<file path="src/hw/rvx_pkg.sv">
// RV64IM execute unit shared types
package rvx_pkg;

  localparam int xlen         = 64;
  localparam int inst_width   = 32;
  localparam int reg_id_width = 5;
  localparam int wb_adr_width = 6;

  // Major opcodes, inst[6:0]
  typedef enum logic [6:0] {
    op_imm    = 7'b0010011,
    op        = 7'b0110011,
    op_imm_32 = 7'b0011011,
    op_32     = 7'b0111011,
    lui       = 7'b0110111,
    auipc     = 7'b0010111,
    jal       = 7'b1101111,
    jalr      = 7'b1100111,
    branch    = 7'b1100011,
    load      = 7'b0000011,
    store     = 7'b0100011,
    system    = 7'b1110011
  } opcode_e;

  typedef enum logic [4:0] {
    add, sub, slt, sltu, and_op, or_op, xor_op,
    sll, srl, sra,
    pass_imm,
    beq, bne, blt, bge, bltu, bgeu,  // Branch compares
    mul, mulh, mulhsu, mulhu
  } alu_op_e;

  typedef struct packed {
    alu_op_e                 alu_op;
    logic [xlen-1:0]         imm;     // Sign extended
    logic [reg_id_width-1:0] rd;
    logic [reg_id_width-1:0] rs1;
    logic [reg_id_width-1:0] rs2;
    logic                    need_imm;
    logic                    word_op; // W forms
    logic                    reg_wen;
    logic                    is_auipc;
    logic                    is_jal;
    logic                    is_jalr;
    logic                    is_branch;
    logic                    is_ebreak;
    logic                    not_impl;
  } dec_ctrl_t;

  typedef struct packed {
    logic [xlen-1:0] rd_data;
    logic [xlen-1:0] next_pc;
    logic            taken;
  } exec_res_t;

  typedef struct packed {
    logic                    cyc;
    logic                    stb;
    logic                    we;
    logic [wb_adr_width-1:0] adr;
    logic [xlen-1:0]         dat;
  } wb_m2s_t;

  typedef struct packed {
    logic            ack;
    logic [xlen-1:0] dat;
  } wb_s2m_t;

  // GPR n sits at word address adr_gpr_base + n
  typedef enum logic [wb_adr_width-1:0] {
    adr_inst     = 6'd0,
    adr_pc       = 6'd1,
    adr_status   = 6'd2,
    adr_gpr_base = 6'd32
  } reg_addr_e;

endpackage
</file>
<file path="src/hw/rvx_decoder.sv">
// RV64IM instruction decoder
`timescale 1ns/1ns

module rvx_decoder (
  input  logic [rvx_pkg::inst_width-1:0] inst,
  output rvx_pkg::dec_ctrl_t             ctrl
);

  rvx_pkg::opcode_e       opc;
  logic [2:0]             funct3;
  logic [6:0]             funct7;
  logic [5:0]             shf;  // RV64 shift immediates use inst[31:26]
  logic [rvx_pkg::xlen-1:0] imm_i, imm_s, imm_b, imm_u, imm_j;

  assign opc    = rvx_pkg::opcode_e'(inst[6:0]);
  assign funct3 = inst[14:12];
  assign funct7 = inst[31:25];
  assign shf    = inst[31:26];

  assign imm_i = {{52{inst[31]}}, inst[31:20]};
  assign imm_s = {{52{inst[31]}}, inst[31:25], inst[11:7]};
  assign imm_b = {{52{inst[31]}}, inst[7], inst[30:25], inst[11:8], 1'b0};
  assign imm_u = {{32{inst[31]}}, inst[31:12], 12'b0};
  assign imm_j = {{44{inst[31]}}, inst[19:12], inst[20], inst[30:21], 1'b0};

  always_comb begin
    ctrl          = '0;
    ctrl.alu_op   = rvx_pkg::add;
    ctrl.rd       = inst[11:7];
    ctrl.rs1      = inst[19:15];
    ctrl.rs2      = inst[24:20];
    ctrl.not_impl = 1'b1;  // Cleared by every legal encoding below
    case (opc)
      rvx_pkg::op_imm, rvx_pkg::op_imm_32: begin
        ctrl.imm      = imm_i;
        ctrl.need_imm = 1'b1;
        ctrl.reg_wen  = 1'b1;
        ctrl.word_op  = (opc == rvx_pkg::op_imm_32);
        ctrl.not_impl = 1'b0;
        case (funct3)
          3'b000: ctrl.alu_op = rvx_pkg::add;
          3'b001: begin
            ctrl.alu_op   = rvx_pkg::sll;
            ctrl.not_impl = ctrl.word_op ? (funct7 != 7'd0) : (shf != 6'd0);
          end
          3'b101: begin
            ctrl.alu_op   = inst[30] ? rvx_pkg::sra : rvx_pkg::srl;
            ctrl.not_impl = ctrl.word_op ? (funct7 != 7'd0 && funct7 != 7'b0100000)
                                         : (shf != 6'd0 && shf != 6'b010000);
          end
          3'b010: ctrl.alu_op = rvx_pkg::slt;
          3'b011: ctrl.alu_op = rvx_pkg::sltu;
          3'b100: ctrl.alu_op = rvx_pkg::xor_op;
          3'b110: ctrl.alu_op = rvx_pkg::or_op;
          default: ctrl.alu_op = rvx_pkg::and_op;
        endcase
        // No logic ops among the W immediates
        if (ctrl.word_op && funct3 != 3'b000 && funct3 != 3'b001 && funct3 != 3'b101)
          ctrl.not_impl = 1'b1;
      end
      rvx_pkg::op, rvx_pkg::op_32: begin
        ctrl.reg_wen = 1'b1;
        ctrl.word_op = (opc == rvx_pkg::op_32);
        case ({funct7, funct3})
          {7'b0000000, 3'b000}: ctrl.alu_op = rvx_pkg::add;
          {7'b0100000, 3'b000}: ctrl.alu_op = rvx_pkg::sub;
          {7'b0000000, 3'b001}: ctrl.alu_op = rvx_pkg::sll;
          {7'b0000000, 3'b101}: ctrl.alu_op = rvx_pkg::srl;
          {7'b0100000, 3'b101}: ctrl.alu_op = rvx_pkg::sra;
          {7'b0000001, 3'b000}: ctrl.alu_op = rvx_pkg::mul;
          {7'b0000000, 3'b010}: ctrl.alu_op = rvx_pkg::slt;
          {7'b0000000, 3'b011}: ctrl.alu_op = rvx_pkg::sltu;
          {7'b0000000, 3'b100}: ctrl.alu_op = rvx_pkg::xor_op;
          {7'b0000000, 3'b110}: ctrl.alu_op = rvx_pkg::or_op;
          {7'b0000000, 3'b111}: ctrl.alu_op = rvx_pkg::and_op;
          {7'b0000001, 3'b001}: ctrl.alu_op = rvx_pkg::mulh;
          {7'b0000001, 3'b010}: ctrl.alu_op = rvx_pkg::mulhsu;
          {7'b0000001, 3'b011}: ctrl.alu_op = rvx_pkg::mulhu;
          default: ctrl.alu_op = rvx_pkg::add;  // div, rem and bad funct7
        endcase
        // The first six entries are the only ones with a W form
        ctrl.not_impl = ctrl.alu_op == rvx_pkg::add && {funct7, funct3} != 10'd0;
        if (ctrl.word_op && funct3 != 3'b000 && funct3 != 3'b001 && funct3 != 3'b101)
          ctrl.not_impl = 1'b1;
        if (ctrl.word_op && funct7 == 7'b0000001 && funct3 != 3'b000)
          ctrl.not_impl = 1'b1;
      end
      rvx_pkg::lui: begin
        ctrl.alu_op   = rvx_pkg::pass_imm;
        ctrl.imm      = imm_u;
        ctrl.need_imm = 1'b1;
        ctrl.reg_wen  = 1'b1;
        ctrl.not_impl = 1'b0;
      end
      rvx_pkg::auipc: begin
        ctrl.imm      = imm_u;
        ctrl.need_imm = 1'b1;
        ctrl.reg_wen  = 1'b1;
        ctrl.is_auipc = 1'b1;
        ctrl.not_impl = 1'b0;
      end
      rvx_pkg::jal: begin
        ctrl.imm      = imm_j;
        ctrl.need_imm = 1'b1;
        ctrl.reg_wen  = 1'b1;
        ctrl.is_jal   = 1'b1;
        ctrl.not_impl = 1'b0;
      end
      rvx_pkg::jalr: begin
        ctrl.imm      = imm_i;
        ctrl.need_imm = 1'b1;
        ctrl.reg_wen  = 1'b1;
        ctrl.is_jalr  = 1'b1;
        ctrl.not_impl = (funct3 != 3'b000);
      end
      rvx_pkg::branch: begin
        ctrl.imm       = imm_b;  // Operands stay rs1 and rs2
        ctrl.is_branch = 1'b1;
        ctrl.not_impl  = (funct3 == 3'b010 || funct3 == 3'b011);
        case (funct3)
          3'b000:  ctrl.alu_op = rvx_pkg::beq;
          3'b001:  ctrl.alu_op = rvx_pkg::bne;
          3'b100:  ctrl.alu_op = rvx_pkg::blt;
          3'b101:  ctrl.alu_op = rvx_pkg::bge;
          3'b110:  ctrl.alu_op = rvx_pkg::bltu;
          default: ctrl.alu_op = rvx_pkg::bgeu;
        endcase
      end
      rvx_pkg::system: begin
        ctrl.is_ebreak = (inst == 32'h0010_0073);
        ctrl.not_impl  = !ctrl.is_ebreak;  // ecall and CSRs unsupported
      end
      rvx_pkg::load:  ctrl.imm = imm_i;  // Recognized, not implemented
      rvx_pkg::store: ctrl.imm = imm_s;
      default: ctrl.not_impl = 1'b1;
    endcase
  end

endmodule

</file>
<file path="config.mk">
export PLATFORM = sky130hd
export DESIGN_NAME = rvx_decoder
export DESIGN_NICKNAME = d
export VERILOG_FILES = /design/src/hw/rvx_pkg.sv /design/src/hw/rvx_decoder.sv
export SDC_FILE = /design/constraint.sdc
export NUM_CORES = 1
export LEC_CHECK = 0
export ABC_AREA = 1
export BUFFER_PORTS_ARGS = -buffer_cell sky130_fd_sc_hd__buf_2
export CORE_UTILIZATION = 44
export DETAILED_ROUTE_END_ITERATION = 10
export PLACE_DENSITY = 0.9
export SYNTH_ARGS = -nofsm -noshare
export SYNTH_HDL_FRONTEND = slang
export SYNTH_SLANG_ARGS = --single-unit
export TNS_END_PERCENT = 20
</file>
<file path="constraint.sdc">
create_clock -name vclk -period 4.2
set_clock_uncertainty 0.1 [all_clocks]
set_input_delay 0.21 -clock vclk [all_inputs]
set_output_delay 0.21 -clock vclk [all_outputs]
set_load 0.05 [all_outputs]
</file>
== Yosys cells after proc, flatten, opt, wreduce, memory -nomap -nowiden ==
Cells that the tools add are included.

* Reduce and logical (&&, ||, !) cells: 26
* Equal/unequal tests: 37
* Muxes and demuxes: 22

{| class="wikitable"
|+ Operator list
! cell !! number
|-
| $pmux 64 s5 || 1
|-
| $pmux 5 s13 || 1
|-
| $eq 10x3->1 const B || 4
|-
| $eq 10x4->1 const B || 4
|-
| $eq 32x21->1 const B || 1
|-
| $eq 7x6->1 const B || 4
|-
| $eq 7x7->1 const B || 4
|-
| $pmux 4 s7 || 1
|-
| $pmux 5 s5 || 1
|-
| $eq 7x5->1 const B || 3
|-
| $eq 10x2->1 const B || 2
|-
| $eq 10x9->1 const B || 2
|-
| $pmux 5 s4 || 1
|-
| $mux 1 || 13
|-
| $logic_and 1x1->1 || 11
|-
| $eq 10x1->1 const B || 1
|-
| $reduce_bool 10->1 || 1
|-
| $eq 3x3->1 const B || 3
|-
| $reduce_or 8->1 || 1
|-
| $eq 7x1->1 const B || 1
|-
| $eq 7x2->1 const B || 1
|-
| $ne 7x6->1 const B || 1
|-
| $reduce_bool 7->1 || 1
|-
| $eq 3x2->1 const B || 2
|-
| other kinds (17) || 20
|}

* Input bits: 32
* Register bits: 0
* Logic and storage cells: 85
* Output and inout port bits: 93

== Longest topological paths before layout ==
* Word-level depth: 8
* Depth in mapped cells: 11

== Least setup slack after synthesis ==
OpenSTA, ideal clock, no wires.

* Path kind: input port to output port
* Start: in inst[1] (netlist name)
* End: out ctrl[90] (netlist name)
* Setup slack: 1.336 ns
* Arrival time: 2.554 ns
* Stages: 6
* Cell sequence: nand2_2 nor2_2 inv_1 nor2_2 inv_1 o311ai_0

{| class="wikitable"
|+ RTL lines
! item !! line !! text
|-
| from (decl) || rvx_decoder.sv:5 || <nowiki>input logic [rvx_pkg::inst_width-1:0] inst,</nowiki>
|-
| to (decl) || rvx_decoder.sv:6 || <nowiki>output rvx_pkg::dec_ctrl_t ctrl</nowiki>
|}

==> impl_metrics.csv <==
group,metric,value,unit
logic_synthesis,ys_seq_area_share,0,%
place,numPlacedInstances,404,
final_layout,drive_above_1_share,41.1,%
routing,wirelength,4670,µm
sta,fmax,419,MHz
logic_synthesis,yosysWarningCount,0,
place,globalplace.congestion,0.987,
critical_path,worst_ep_arrival_time,2.08,ns
critical_path,start_kind,"input pin",
die,initial_utilization,47.5,%
critical_path,cp.required,3.89,ns
hold_path,hp-class,"input pin to primary output",
critical_path,worstPathMaxFanout,33,
die,coreArea,3130,µm²
place,place_ws,1.79,ns
logic_synthesis,synth_area_leaders,"buf_4 (24%), nand2_1 (14%), inv_1 (13%)",
routing,wl_per_cell,11.6,µm
logic_synthesis,syn_inst,284,
clock_tree,cts_setup_buffers,0,
final_layout,multi_input_area,917,µm²
global_route,first_global_vias,1631,
final_layout,n_clock_buffer,0,
sta,slew_headroom,56.4,%
pwr,power,0.192,mW
logic_synthesis,yosysMostFrequentCell,"nand2_1",
logic_synthesis,netlist.area_leader.share,23.8,%
logic_synthesis,synth_area,1490,µm²
sta,rsz0062_at_grt,"no",
routing,vias_per_cell,5.04,
clock_tree,hold_buffers,0,
logic_synthesis,synthAdderAreaFrac,0,%
pwr,ir_drop,0.0672,mV
global_route,grt_max_degree,34,
outcome,status,"finished, final reports clean",
die,die_h,60.1,µm
logic_synthesis,synth-compound-area-share,18.0,%
global_route,grt_usage,25.5,%
sta,slew_viol_final,0,
sta,whs,0.621,ns
logic_synthesis,avgSynthCellArea,5.23,µm²
logic_synthesis,ys_types,28,
global_route,overflow,0,
sta,setup_tns,0,ns
place,hpwl,4020,µm
critical_path,end_kind,"primary output",
final_layout,fin_nets,394,
logic_synthesis,synthSimpleGateAreaFrac,43.7,%
logic_synthesis,synth-xor-area-share,0,%
final_layout,syn_to_final_growth,21.0,%
die,die_area,3610,µm²
pwr,total_leakage_power,1.25,nW
logic_synthesis,synth_top_family_by_area,"simple AND/OR/NAND/NOR gates",
final_layout,flops_and_latches,0,
logic_synthesis,syn-num-nets,316,
sta,hold_viol,0,
sta,worstMarginPinSlew,0.652,ns
global_route,grt_pass1_wl,7310,µm
final_layout,fillCellCount,332,
logic_synthesis,synth_top_cell_by_area,"buf_4",
run,cap_violations,0,
die,die_w,60.1,µm
routing,final_antenna_net_count,0,
clock_tree,cts_resized,0,
routing,num_vias,2037,
die,rows,20,
sta,setup_slack,1.81,ns
final_layout,antenna_cells,0,
sta,setup_viol,0,
sta,finalCriticalPeriod,2.39,ns
critical_path,path_class,"input pin to primary output",
routing,drt_first_pass_iters,5,
routing,drc,0,
sta,min_period_over_period,56.8,%
logic_synthesis,synth_common_cells,"nand2_1 (57), inv_1 (50), buf_4 (47)",
final_layout,regArea,0,µm²
die,io_pins,125,
logic_synthesis,muxShareOfSynthArea,0,%
global_route,antenna_found_initial,0,
final_layout,finalNonFillerCells,404,
pwr,cellPowerDensity,107,nW/µm²
routing,drt-initial-drc-count,103,
place,io_buffers,125,
[worst paths after layout]
path | start | cells after the start | endpoint
min | inst[16] | 2 | ctrl[15]
max | inst[1] | 10 | ctrl[61]
[where the power goes]
part           internal, mW  switching [mW]  leakage [nW]
Combinational        0.0413           0.151          1.25
Sequential                0               0             0
Clock                     0               0             0
Total                0.0413           0.151          1.25
[metrics by stage]
step	util [%]	cell area [µm²]
finish	57.4	1800
global route	57.4	1800
CTS	57.4	1800
detailed placement	57.4	1800
global placement	57.4	1800
floorplan	-	1490
[area by class of cell]
cell class,instances,share of cell area (%)
timing repair buffer,125,34.8
inverter,53,11.1
multi-input combinational,182,51.0
tap,44,3.06
[layer usage]
metal | GRT usage, % | vias up | wire, µm
met5 | 0 | - | 0
met4 | 0.332 | 0 | 0
met3 | 3.68 | 0 | 443
met2 | 46.0 | 118 | 2270
met1 | 33.5 | 901 | 1960
li1 | - | 1018 | -
[logic make-up (layout without fill, tap and decap cells)]
group	count (synthesis)	in the layout
buffers and inverters	102	178
AND/OR/NAND/NOR	136	136
AO/OA/AOI/OAI	46	46
[layout by cell type (no fill, tap or decap), drive strengths merged, types with 6 or more instances in the layout]
| cell | n |
|---|---|
| inv | 53 |
| nand2 | 62 |
| nor2 | 42 |
| nand3 | 14 |
| o21ai | 28 |
| nor3 | 9 |
| o22ai | 6 |
| a21oi | 6 |
| nand4 | 8 |
| buf | 125 |
[critical path: stages]
cell and delay, ns:
buf_2 0.08, nand2_2 0.08, nor2_2 0.14, nand2_2 0.11, nor2_1 0.16, inv_1 0.13
nand2_4 0.13, nand2_2 0.13, nand2_1 0.52, buf_2 0.38
Power figures use the tool's default switching activity.
