[config.mk]
export PLATFORM = sky130hd
export DESIGN_NAME = rvx_ctrl_regs
export DESIGN_NICKNAME = d
export VERILOG_FILES = /design/src/hw/rvx_pkg.sv /design/src/hw/rvx_ctrl_regs.sv
export SDC_FILE = /design/constraint.sdc
export NUM_CORES = 1
export LEC_CHECK = 0
export BUFFER_PORTS_ARGS = -buffer_cell sky130_fd_sc_hd__buf_2
export CORE_AREA = 2 2 233 235
export DETAILED_ROUTE_END_ITERATION = 6
export DIE_AREA = 0 0 235 237
export PLACE_DENSITY = 0.35
export SLEW_MARGIN = 15
export SYNTH_ARGS = -nofsm -noshare
export SYNTH_HDL_FRONTEND = slang
export SYNTH_SLANG_ARGS = --single-unit
[constraint.sdc]
create_clock -name clk -period 1.6 [get_ports clk]
set_input_delay 0.24 -clock clk [delete_from_list [all_inputs] [get_ports clk]]
set_output_delay 0.24 -clock clk [all_outputs]
set_load 0.01 [all_outputs]
[src/hw/rvx_pkg.sv]
// RV64IM execute unit shared types
package rvx_pkg;

  localparam int xlen         = 64;
  localparam int inst_width   = 32;
  localparam int reg_id_width = 5;
  localparam int wb_adr_width = 6;

  // Major opcodes, inst[6:0]
  typedef enum logic [6:0] {
    op_imm    = 7'b0010011,
    op        = 7'b0110011,
    op_imm_32 = 7'b0011011,
    op_32     = 7'b0111011,
    lui       = 7'b0110111,
    auipc     = 7'b0010111,
    jal       = 7'b1101111,
    jalr      = 7'b1100111,
    branch    = 7'b1100011,
    load      = 7'b0000011,
    store     = 7'b0100011,
    system    = 7'b1110011
  } opcode_e;

  typedef enum logic [4:0] {
    add, sub, slt, sltu, and_op, or_op, xor_op,
    sll, srl, sra,
    pass_imm,
    beq, bne, blt, bge, bltu, bgeu,  // Branch compares
    mul, mulh, mulhsu, mulhu
  } alu_op_e;

  typedef struct packed {
    alu_op_e                 alu_op;
    logic [xlen-1:0]         imm;     // Sign extended
    logic [reg_id_width-1:0] rd;
    logic [reg_id_width-1:0] rs1;
    logic [reg_id_width-1:0] rs2;
    logic                    need_imm;
    logic                    word_op; // W forms
    logic                    reg_wen;
    logic                    is_auipc;
    logic                    is_jal;
    logic                    is_jalr;
    logic                    is_branch;
    logic                    is_ebreak;
    logic                    not_impl;
  } dec_ctrl_t;

  typedef struct packed {
    logic [xlen-1:0] rd_data;
    logic [xlen-1:0] next_pc;
    logic            taken;
  } exec_res_t;

  typedef struct packed {
    logic                    cyc;
    logic                    stb;
    logic                    we;
    logic [wb_adr_width-1:0] adr;
    logic [xlen-1:0]         dat;
  } wb_m2s_t;

  typedef struct packed {
    logic            ack;
    logic [xlen-1:0] dat;
  } wb_s2m_t;

  // GPR n sits at word address adr_gpr_base + n
  typedef enum logic [wb_adr_width-1:0] {
    adr_inst     = 6'd0,
    adr_pc       = 6'd1,
    adr_status   = 6'd2,
    adr_gpr_base = 6'd32
  } reg_addr_e;

endpackage
[src/hw/rvx_ctrl_regs.sv]
// Wishbone register block and retire control
`timescale 1ns/1ns

module rvx_ctrl_regs (
  input  logic                               clk,
  input  logic                               rst_n,
  input  rvx_pkg::wb_m2s_t                   wb_in,
  output rvx_pkg::wb_s2m_t                   wb_out,
  output logic [rvx_pkg::inst_width-1:0]     inst,
  output logic [rvx_pkg::xlen-1:0]           pc,
  input  rvx_pkg::dec_ctrl_t                 ctrl,
  input  rvx_pkg::exec_res_t                 res,
  output logic [rvx_pkg::reg_id_width-1:0]   dbg_id,
  input  logic [rvx_pkg::xlen-1:0]           dbg_data,
  output logic                               wr_en,
  output logic [rvx_pkg::reg_id_width-1:0]   wr_id,
  output logic [rvx_pkg::xlen-1:0]           wr_data
);

  typedef enum logic [1:0] {st_idle, st_busy, st_ack} state_e;

  state_e              state;
  logic                req, start, retire_q, halted, taken, host_gpr_wr, retire_wen;
  logic [15:0]         illegal_cnt;
  rvx_pkg::reg_addr_e  adr;

  assign req   = wb_in.cyc & wb_in.stb;
  assign start = req && state == st_idle;
  assign adr   = rvx_pkg::reg_addr_e'(wb_in.adr);

  always_ff @(posedge clk) begin
    if (!rst_n) begin
      state <= st_idle;
    end else begin
      case (state)
        st_idle: if (req) state <= st_busy;
        st_busy: state <= req ? st_ack : st_idle;  // No ack once the master gives up
        default: state <= st_idle;
      endcase
    end
  end

  always_ff @(posedge clk) begin
    if (!rst_n) begin
      inst        <= '0;
      pc          <= '0;
      retire_q    <= 1'b0;
      halted      <= 1'b0;
      taken       <= 1'b0;
      illegal_cnt <= '0;
    end else begin
      retire_q <= 1'b0;
      if (start && wb_in.we) begin
        case (adr)
          rvx_pkg::adr_inst: begin
            inst     <= wb_in.dat[31:0];
            retire_q <= !halted;  // Dropped while halted
          end
          rvx_pkg::adr_pc: pc <= wb_in.dat;
          rvx_pkg::adr_status: begin
            halted      <= 1'b0;
            taken       <= 1'b0;
            illegal_cnt <= '0;
          end
          default: ;
        endcase
      end
      if (retire_q) begin
        if (ctrl.not_impl) begin
          illegal_cnt <= illegal_cnt + 16'd1;
        end else if (ctrl.is_ebreak) begin
          halted <= 1'b1;
        end else begin
          pc <= res.next_pc;
          if (ctrl.is_branch) taken <= res.taken;
        end
      end
    end
  end

  // Register write port shared by retire and host GPR writes
  assign host_gpr_wr = start && wb_in.we && wb_in.adr >= rvx_pkg::adr_gpr_base;
  assign retire_wen  = ctrl.reg_wen && !ctrl.not_impl && !ctrl.is_ebreak && ctrl.rd != '0;
  assign wr_en       = retire_q ? retire_wen : host_gpr_wr;
  assign wr_id       = retire_q ? ctrl.rd : wb_in.adr[4:0];
  assign wr_data     = retire_q ? res.rd_data : wb_in.dat;
  assign dbg_id      = wb_in.adr[4:0];

  assign wb_out.ack = (state == st_ack);

  always_comb begin
    case (adr)
      rvx_pkg::adr_inst:   wb_out.dat = {32'b0, inst};
      rvx_pkg::adr_pc:     wb_out.dat = pc;
      rvx_pkg::adr_status: wb_out.dat = {32'b0, illegal_cnt, 14'b0, taken, halted};
      default: wb_out.dat = (wb_in.adr >= rvx_pkg::adr_gpr_base) ? dbg_data : '0;
    endcase
  end

  a_ack_in_cycle: assert property (@(posedge clk) disable iff (!rst_n)
    wb_out.ack |-> (wb_in.cyc && wb_in.stb));
  a_ack_single: assert property (@(posedge clk) disable iff (!rst_n)
    wb_out.ack |=> !wb_out.ack);

endmodule

# == Word level (Yosys, flattened, before mapping) ==
# Cells that the tools add are included.
# classes
add_sub_neg,1
order_cmp,1
eq_ne,5
muxes,28
n_bitwise,1
reduce_logical,14
# ops
operator,count
2-to-1 mux 64 bit,7
one-hot mux 64 bit (3 select lines),1
2-to-1 mux 16 bit,4
adder 16 x 1 -> 16 bit (second input constant),1
2-to-1 mux 1 bit,12
equality test 6 x 1 -> 1 bit (second input constant),1
equality test 6 x 2 -> 1 bit (second input constant),1
>= comparator 6 bit (second input constant),1
logical AND 1 bit,6
zero test 6 bit,1
2-to-1 mux 5 bit,1
nonzero test 5 bit,1
2-to-1 mux 2 bit,2
one-hot mux 2 bit (2 select lines),1
zero test 1 bit,3
AND reduction 3 bit,1
equality test 2 x 1 -> 1 bit (second input constant),1
equality test 2 bit (second input constant),1
zero test 2 bit,1
!= test 2 bit (second input constant),1
AND reduction 2 bit,1
AND 1 bit,1
# word_totals
reg_bits,117
out_inout_bits,236
elab_cells,57

# == Depth between registers and ports, before layout ==
# Gate-level depths: netlist of run 1.
# logic_depth
ltp_word,8
ltp_mapped,7

# == Worst setup path after synthesis of run 1 ==
# No wires, ideal clock.
# synth_path
path_kind,register to register
start,register illegal_cnt[0]
end,register illegal_cnt[14]
setup_time_ps,70
t_arrival_ps,1652
t_required_ps,1530
path_slack_ps,-122
stages_incl_launch_ff,6
period_less_slack_ps,1722
cell_sequence,dfxtp_1 -> ha_1 -> nand3_1 -> or4_1 -> or3_1 -> a21oi_1
# synth_between
elab_chain_cells,3
# synth_lines
element,line,text
"start, declared",rvx_ctrl_regs.sv:24,logic [15:0] illegal_cnt;
"start signal, assigned",rvx_ctrl_regs.sv:70,illegal_cnt <= illegal_cnt + 16'd1;
adder 16 x 1 -> 16 bit,rvx_ctrl_regs.sv:70,
2-to-1 mux 16 bit,rvx_ctrl_regs.sv:69,if (ctrl.not_impl) begin
2-to-1 mux 16 bit,rvx_ctrl_regs.sv:68,if (retire_q) begin
# No other way between the ends.
# A chain may end at the register's enable or synchronous reset.

# == Final worst setup path of run 1 ==
# layout_path
start,register retire_q
end,output port wr_en
# layout_between
elab_chain_cells,1
# layout_lines
element,line,text
"start, declared",rvx_ctrl_regs.sv:23,"logic req, start, retire_q, halted, taken, host_gpr_wr, retire_wen;"
"start signal, assigned",rvx_ctrl_regs.sv:57,retire_q <= !halted;
2-to-1 mux 1 bit,rvx_ctrl_regs.sv:84,assign wr_en = retire_q ? retire_wen : host_gpr_wr;
"end, declared",rvx_ctrl_regs.sv:15,"output logic wr_en,"
# No other way between the ends.

==> results of run 1 <==
[logic make-up after synthesis]
| kind of cell | count (synthesis) | synth area share |
|---|---|---|
| fa+ha+maj | 1 | 0.00191 |
| xor+xnor | 11 | 0.0147 |
| simple gates | 300 | 0.196 |
| mux | 71 | 0.122 |
| compound gates | 233 | 0.247 |
| buf+inv | 98 | 0.0616 |
| flops | 117 | 0.357 |
[layer usage]
layer	track usage	up-vias	part of all wire	wire length (µm)
met2	0.262	378	0.50	22300
met4	0.0386	2	0.015	653
met5	0	-	0.00027	12
met1	0.177	4336	0.43	19200
li1	-	4270	-	-
met3	0.0419	35	0.056	2490
[stage by stage]
step                area [µm²]  setup TNS [ns]   util
finish                   13100          -35.44  0.245
global route             13100          -49.41  0.245
CTS                      12900          -47.01  0.243
detailed placement       10400          -24.18  0.196
global placement         10400          -26.17  0.196
floorplan                 6590           -1.02      -
[power by group through the flow]
stage | Combinational, µW | Clock [µW] | Sequential (µW)
2_1_floorplan | 427 | 0 | 2990
3_3_place_gp | 1130 | 0 | 2980
3_5_place_dp | 1130 | 0 | 2980
4_1_cts | 1380 | 4550 | 2920
5_1_grt | 1500 | 4580 | 2920
6_report | 1400 | 4340 | 2920
[sequential cells by signal, indices dropped and copies added (netlist names)]
signal / count
pc: 64
inst: 32
illegal_cnt: 16
state: 2
halted: 1
retire_q: 1
taken: 1
[tightest hold or removal path, stage by stage]
cell and delay (ns):
buf_2 0.12, nand2_1 0.05, a31oi_1 0.07
[cell type report]
type	instances	area, µm²	area share
sequential	117	2350	0.180
clock buffer	24	503	0.0385
timing repair buffer	695	5070	0.388
multi-input combinational	616	4070	0.311
tap	696	871	0.0667
clock inverter	7	141	0.0108
inverter	17	63.8	0.00488
[cell usage after synthesis, types with 2 or more instances]
cell type | n | area share
inv_1 | 17 | 0.0097
xor2_1 | 2 | 0.0027
nor4_1 | 4 | 0.0038
buf_2 | 14 | 0.011
dfxtp_1 | 117 | 0.36
mux2i_1 | 2 | 0.0031
and2_1 | 3 | 0.0029
a31oi_1 | 64 | 0.061
a21boi_1 | 4 | 0.0046
and4_1 | 3 | 0.0040
clkbuf_1 | 49 | 0.028
nand3_1 | 8 | 0.0061
nor3b_1 | 2 | 0.0023
nor3_1 | 4 | 0.0031
a222oi_1 | 32 | 0.049
or4_1 | 2 | 0.0023
nor2b_1 | 5 | 0.0048
buf_4 | 5 | 0.0057
nand4_1 | 6 | 0.0057
mux2_2 | 69 | 0.12
o21ai_0 | 66 | 0.050
buf_1 | 13 | 0.0074
a22o_1 | 32 | 0.043
nor2_1 | 16 | 0.0092
xnor2_1 | 9 | 0.012
nand2_1 | 235 | 0.13
and3_1 | 2 | 0.0019
a21boi_0 | 29 | 0.033
[repair_timing]
item | 4_1_cts | 5_1_grt
endpoints found under the setup margin | 144 | 158
hold endpoints to repair | 73 | 0
resized for setup | 122 | 82
gates cloned | 18 | 5
pin swaps | 38 | 48
hold buffers | 55 | 0
buffers inserted | 41 | 13
[worst max path at each step]
stage,to,from,slack (ns)
after CTS,wr_data[61],retire_q,-0.48
after detailed placement,wr_en,retire_q,-0.36
after global routing,wb_out[35],wb_in[69],-0.44
after global placement,wb_out[55],wb_in[69],-0.36
after floorplan,illegal_cnt[14],illegal_cnt[0],-0.03
final,wr_en,retire_q,-0.35
==> results.md, run 1 <==
* Status: finished with violations
* Failing checks: negative setup slack
* DRC Markers at 0
* Worst reg2reg path startpoint: illegal_cnt[1]
* Pins Over Slew Limit at 0
* Crit-path max FO at 4
* Die area at 55700 µm²
* Clock buffer depth at 2
* Slowest CP cell: dfxtp_4
* Fin cells at 2172
* Root Driver: clkbuf_16
* Count of cell types in the netlist at 45
* Lkg Pwr at 0.00588 µW
* Critical path arrival at 1.71 ns
* RR Endpoint: illegal_cnt[14]
* Total I/O pin count at 597
* Max Fclk at 512 MHz
* Setup CP Type: register to primary output
* First-pass GRT wire length at 60100 µm
* Rows at 85
* WHS at 0.0615 ns
* Rel. slew slack at 0.712
* Hold Startpoint: wb_in[1]
* Gr usage total at 0.149
* Number of flops mapped to enable cells by yosys at 0
* Seq pwr share at 0.338
* Final Hold Viols at 0
* WL final at 44700 µm
* Primary FF master, synth: dfxtp_1
* Chip height at 237 µm
* WHS Endpoint: pc[1]
* Most common cell after layout, fill and taps aside: buf_2
* Combinational power share at 0.161
* Clock power share at 0.501
* Final setup violation count at 135
* CP bufs+invs at 3
* Largest net degree at the start of global routing at 65
* Clk_skew at 0.0102 ns
* Vias per inst at 4.15
* Core Box Area at 53300 µm²
* Max Cap Violations at 0
* Psw at 2140 µW
* Die X at 235 µm
* Mapped cell area at 6560 µm²
* Vias at 9021
* Worst Hold Depth at 3
* Clock-pin transition on the worst setup and hold timing paths at 0.06 ns
* Data required time of the worst path at 1.36 ns
* Ys Warns at 0
* Post-Synthesis Cells at 831
* Layout area overhead at 99.2%
* Fraction of layout cells with a size suffix above 1 at 0.528
* Crit path depth at 6
* Least-Margin Pin Slew at 0.431 ns
* Cell chain of the critical path: buf_12 -> nor3b_4 -> buf_6 -> o211ai_1 -> nand2_1 -> buf_2
* Antenna Cells at 0
* DPL Wire Length at 29200 µm
* Peak supply drop at 834 µV
* Number of port buffers at 512
* Final setup margin at -0.354 ns
* Final ANT Viol Nets at 0
* Top delay family on crit path: buffers and inverters
* WL/cell at 20.6 µm
* Clk sinks at 117
* Switching Fraction at 0.247
* DRT iter0 DRCs at 433
* CTS tree: done
* RSZ-0062 raised after global routing: yes
* Nets at 1826
* Minimum clock period at 1.95 ns
* Critical path capture point type: primary output
* Final Cycle Share at 1.22
* Avg Cell Area, Syn at 7.89 µm²
* Startpoint Class: register
* Vias in the first global route at 8973
* Asr flop ratio synth at 0
* Synth Register Bits at 117
* Initial Util at 0.123
* Most frequent cells in the layout: 467 x buf_2, 221 x nand2_1, 111 x dfxtp_1
* Htree depth at 4
* Slowest stage delay, CP at 0.37 ns
* Design Power at 8650 µW
* Register area share after synthesis at 0.357
* CTS buffer count at 17
* Initial antenna violation count at 1
* Synth Net Count at 1193
* Cell Int Power at 6510 µW
* Placer Congestion at 0.772
* DRT Pass-1 Iters at 5
* PwrDens at 662 nW/µm²
* Fill count at 5806
* Placed cell count at 2027
* R2r setup slk at -0.07 ns
* Global route overflow at 0
* Worst reg-to-reg path cell count at 6
* Place WS at -0.355 ns
* Min-Delay Path Class: input pin to register
* Clock latency on the worst-skew pair at 0.48 ns
Note: power is estimated with default switching activity, not from simulation.
==> inputs of run 2 (changes only) <==
--- a/config.mk
+++ b/config.mk
@@ -6,11 +6,12 @@
 export NUM_CORES = 1
 export LEC_CHECK = 0
 export BUFFER_PORTS_ARGS = -buffer_cell sky130_fd_sc_hd__buf_2
-export CORE_AREA = 2 2 233 235
+export CORE_AREA = 8 8 226 228
 export DETAILED_ROUTE_END_ITERATION = 6
-export DIE_AREA = 0 0 235 237
-export PLACE_DENSITY = 0.35
+export DIE_AREA = 0 0 234 236
+export PLACE_DENSITY = 0.38
 export SLEW_MARGIN = 15
 export SYNTH_ARGS = -nofsm -noshare
 export SYNTH_HDL_FRONTEND = slang
 export SYNTH_SLANG_ARGS = --single-unit
+export TNS_END_PERCENT = 100
==> run 2 against run 1 <==
The flow still finishes with violations (negative setup slack); clock power fell by 5.3%; core utilization rose by 3.7 points; hold slack improved by 0.0045 ns; combinational power about the same; die area decreased by 0.85%; clock skew shrank 0.00072 ns; non-clock buffer count shrank 44; critical endpoint is now wr_data[56]; largest power group unchanged.
==> results.md, run 2 (synthesis results as in run 1) <==
* Max Fclk at 511 MHz (was 512 MHz)
* Final Hold Viols at 0 (unchanged)
* Total I/O pin count at 597 (unchanged)
* Setup TNS at -45.72 ns (was -35.44 ns)
* Root Driver: clkbuf_16 (unchanged)
* Cell chain of the critical path: buf_4 -> buf_12 -> buf_4 -> mux2_4 -> buf_6 (was buf_12 -> nor3b_4 -> buf_6 -> o211ai_1 -> nand2_1 -> buf_2)
* Die area at 55200 µm² (was 55700 µm²)
* Most frequent cells in the layout: 460 x buf_2, 125 x nand2_1, 111 x dfxtp_1 (was 467 x buf_2, 221 x nand2_1, 111 x dfxtp_1)
* Fill count at 5110 (was 5806)
* Global route overflow at 0 (unchanged)
* Final setup margin at -0.355 ns (was -0.354 ns)
* Clk_skew at 0.00950 ns (was 0.0102 ns)
* Top reg by flops: pc (unchanged)
* Lkg Pwr at 0.00631 µW (was 0.00588 µW)
* Data required time of the worst path at 1.36 ns (about the same)
* Clock latency on the worst-skew pair at 0.44 ns (was 0.48 ns)
* Slowest CP cell: dfxtp_4 (unchanged)
* Htree depth at 4 (unchanged)
* DRT Pass-1 Iters at 7 (was 5)
* Clock-pin transition on the worst setup and hold timing paths at 0.06 ns (about the same)
* Top Registers: pc: 64 flops, inst: 32 flops, illegal_cnt: 16 flops (unchanged)
* WL final at 49100 µm (was 44700 µm)
* Seq pwr share at 0.347 (was 0.338)
* Pins Over Slew Limit at 0 (unchanged)
* Final Cycle Share at 1.22 (about the same)
* Number of port buffers at 512 (unchanged)
* Vias at 9016 (was 9021)
* DPL Wire Length at 31800 µm (was 29200 µm)
* Minimum clock period at 1.96 ns (was 1.95 ns)
* Met2 GRT Util at 0.289 (was 0.262)
* First-pass GRT wire length at 66500 µm (was 60100 µm)
* DRC Markers at 0 (unchanged)
* Initial antenna violation count at 4 (was 1)
* Hold Startpoint: res[0] (was wb_in[1])
* Antenna Cells at 0 (unchanged)
* Die X at 234 µm (was 235 µm)
* Setup CP Type: register to primary output (unchanged)
* CP dominant cell by count: buf_4
* Chip height at 236 µm (was 237 µm)
* Final ANT Viol Nets at 0 (unchanged)
* WL/cell at 24.0 µm (was 20.6 µm)
* Clock buffer depth at 2 (unchanged)
* Rows at 80 (was 85)
* Nets at 1782 (was 1826)
* Layout area overhead at 104% (was 99.2%)
* Gr usage total at 0.165 (was 0.149)
* Placer Congestion at 0.775 (was 0.772)
* Switching Fraction at 0.270 (was 0.247)
* Critical path capture point type: primary output (unchanged)
* Finished Core Util at 0.283 (was 0.245)
* Vias per inst at 4.40 (was 4.15)
* CTS buffer count at 17 (unchanged)
* Clock power share at 0.489 (was 0.501)
* R2r setup slk at -0.20 ns (was -0.07 ns)
* Vias in the first global route at 9597 (was 8973)
* Least-Margin Pin Slew at 0.458 ns (was 0.431 ns)
* Grt peak-use layer: met2 (unchanged)
* RSZ-0062 raised after global routing: yes (unchanged)
* Min-Delay Path Class: input pin to register (unchanged)
* Psw at 2270 µW (was 2140 µW)
* Worst reg2reg path startpoint: state[1] (was illegal_cnt[1])
* Initial Util at 0.139 (was 0.123)
* Most common cell after layout, fill and taps aside: buf_2 (unchanged)
* Slowest stage delay, CP at 0.40 ns (was 0.37 ns)
* Crit path launch: retire_q (unchanged)
* Failing checks: negative setup slack (unchanged)
* Cell Int Power at 6140 µW (was 6510 µW)
* Rel. slew slack at 0.695 (was 0.712)
* Fraction of layout cells with a size suffix above 1 at 0.635 (was 0.528)
* CTS tree: done (unchanged)
* Final setup violation count at 247 (was 135)
* Status: finished with violations (unchanged)
* Combinational power share at 0.164 (was 0.161)
* Critical path arrival at 1.72 ns (was 1.71 ns)
* Peak supply drop at 643 µV (was 834 µV)
* Startpoint Class: register (unchanged)
* Max Cap Violations at 0 (unchanged)
* Clk sinks at 117 (unchanged)
* Largest net degree at the start of global routing at 46 (was 65)
* Global Route met3 Usage at 0.0450 (was 0.0419)
* Core Box Area at 47300 µm² (was 53300 µm²)
* Met1 usage at 0.194 (was 0.177)
* Hold buffers post-CTS at 0 (was 55)
* DRT iter0 DRCs at 515 (was 433)
* Crit-path max FO at 7 (was 4)
* PwrDens at 629 nW/µm² (was 662 nW/µm²)
* Largest register FFs at 64 (unchanged)
[run 2: cell types whose count changed in the layout (fill, tap and decap cells not counted), sizes merged, moves of 2 or more]
cell and delta:
clkbuf -6, dlygate4sd3 -55, buf +10, clkinv +5, inv +2
[run 2: layout make-up]
| cell class | instances | area (µm²) | area share |
|---|---|---|---|
| Clock inverter | 14 | 176 | 0.0132 |
| Sequential cell | 117 | 2350 | 0.176 |
| Inverter | 17 | 63.8 | 0.00477 |
| Timing Repair Buffer | 651 | 4930 | 0.368 |
| Tap cell | 615 | 769 | 0.0575 |
| Clock buffer | 18 | 439 | 0.0328 |
| Multi-Input combinational cell | 616 | 4650 | 0.347 |
[run 2: critical path, delay by kind of cell (launching register included)]
family / cells / cell delay [ns]
multiplexers: 1 / 0.32
flip-flops: 1 / 0.40
buffers and inverters: 4 / 0.56
[run 2: worst paths after layout]
| check | endpoint | cells after the start |
|---|---|---|
| worst max-delay path | wr_data[56] | 5 |
| worst max register to register | pc[38] | 8 |
| worst min register to register | inst[30] | 2 |
| worst min-delay path | taken | 3 |
[run 2: per-stage QoR]
step	cells	power (µW)	hold slack, ns	cell area [µm²]	worst slack (ns)
3_5_place_dp	1947	4150	0.469	10300	-0.318
5_1_grt	2048	8780	0.0515	13400	-0.434
2_1_floorplan	831	3410	0.375	6590	-0.0311
6_report	2048	8410	0.0661	13400	-0.355
3_3_place_gp	1947	4150	0.464	10300	-0.326
4_1_cts	2044	8460	0.0359	12600	-0.409
[run 2: power groups by stage]
| stage | combinational, µW | sequential (µW) | clock [µW] |
|---|---|---|---|
| 2_1_floorplan | 427 | 2990 | 0 |
| 3_3_place_gp | 1160 | 2990 | 0 |
| 3_5_place_dp | 1170 | 2980 | 0 |
| 4_1_cts | 1290 | 2920 | 4250 |
| 5_1_grt | 1480 | 2920 | 4380 |
| 6_report | 1380 | 2920 | 4110 |
[run 2: layer usage]
metal  share of wire  wire, µm
met3           0.064      3160
met4           0.016       798
met5          0.0012        58
met2            0.50     24400
met1            0.42     20600
[run 2: timing repair]
action                     4_1_cts  5_1_grt
gates resized for setup        170      241
setup endpoints to repair      249      249
setup buffers                   41       15
cloned                          25        5
pin swaps                      138      135
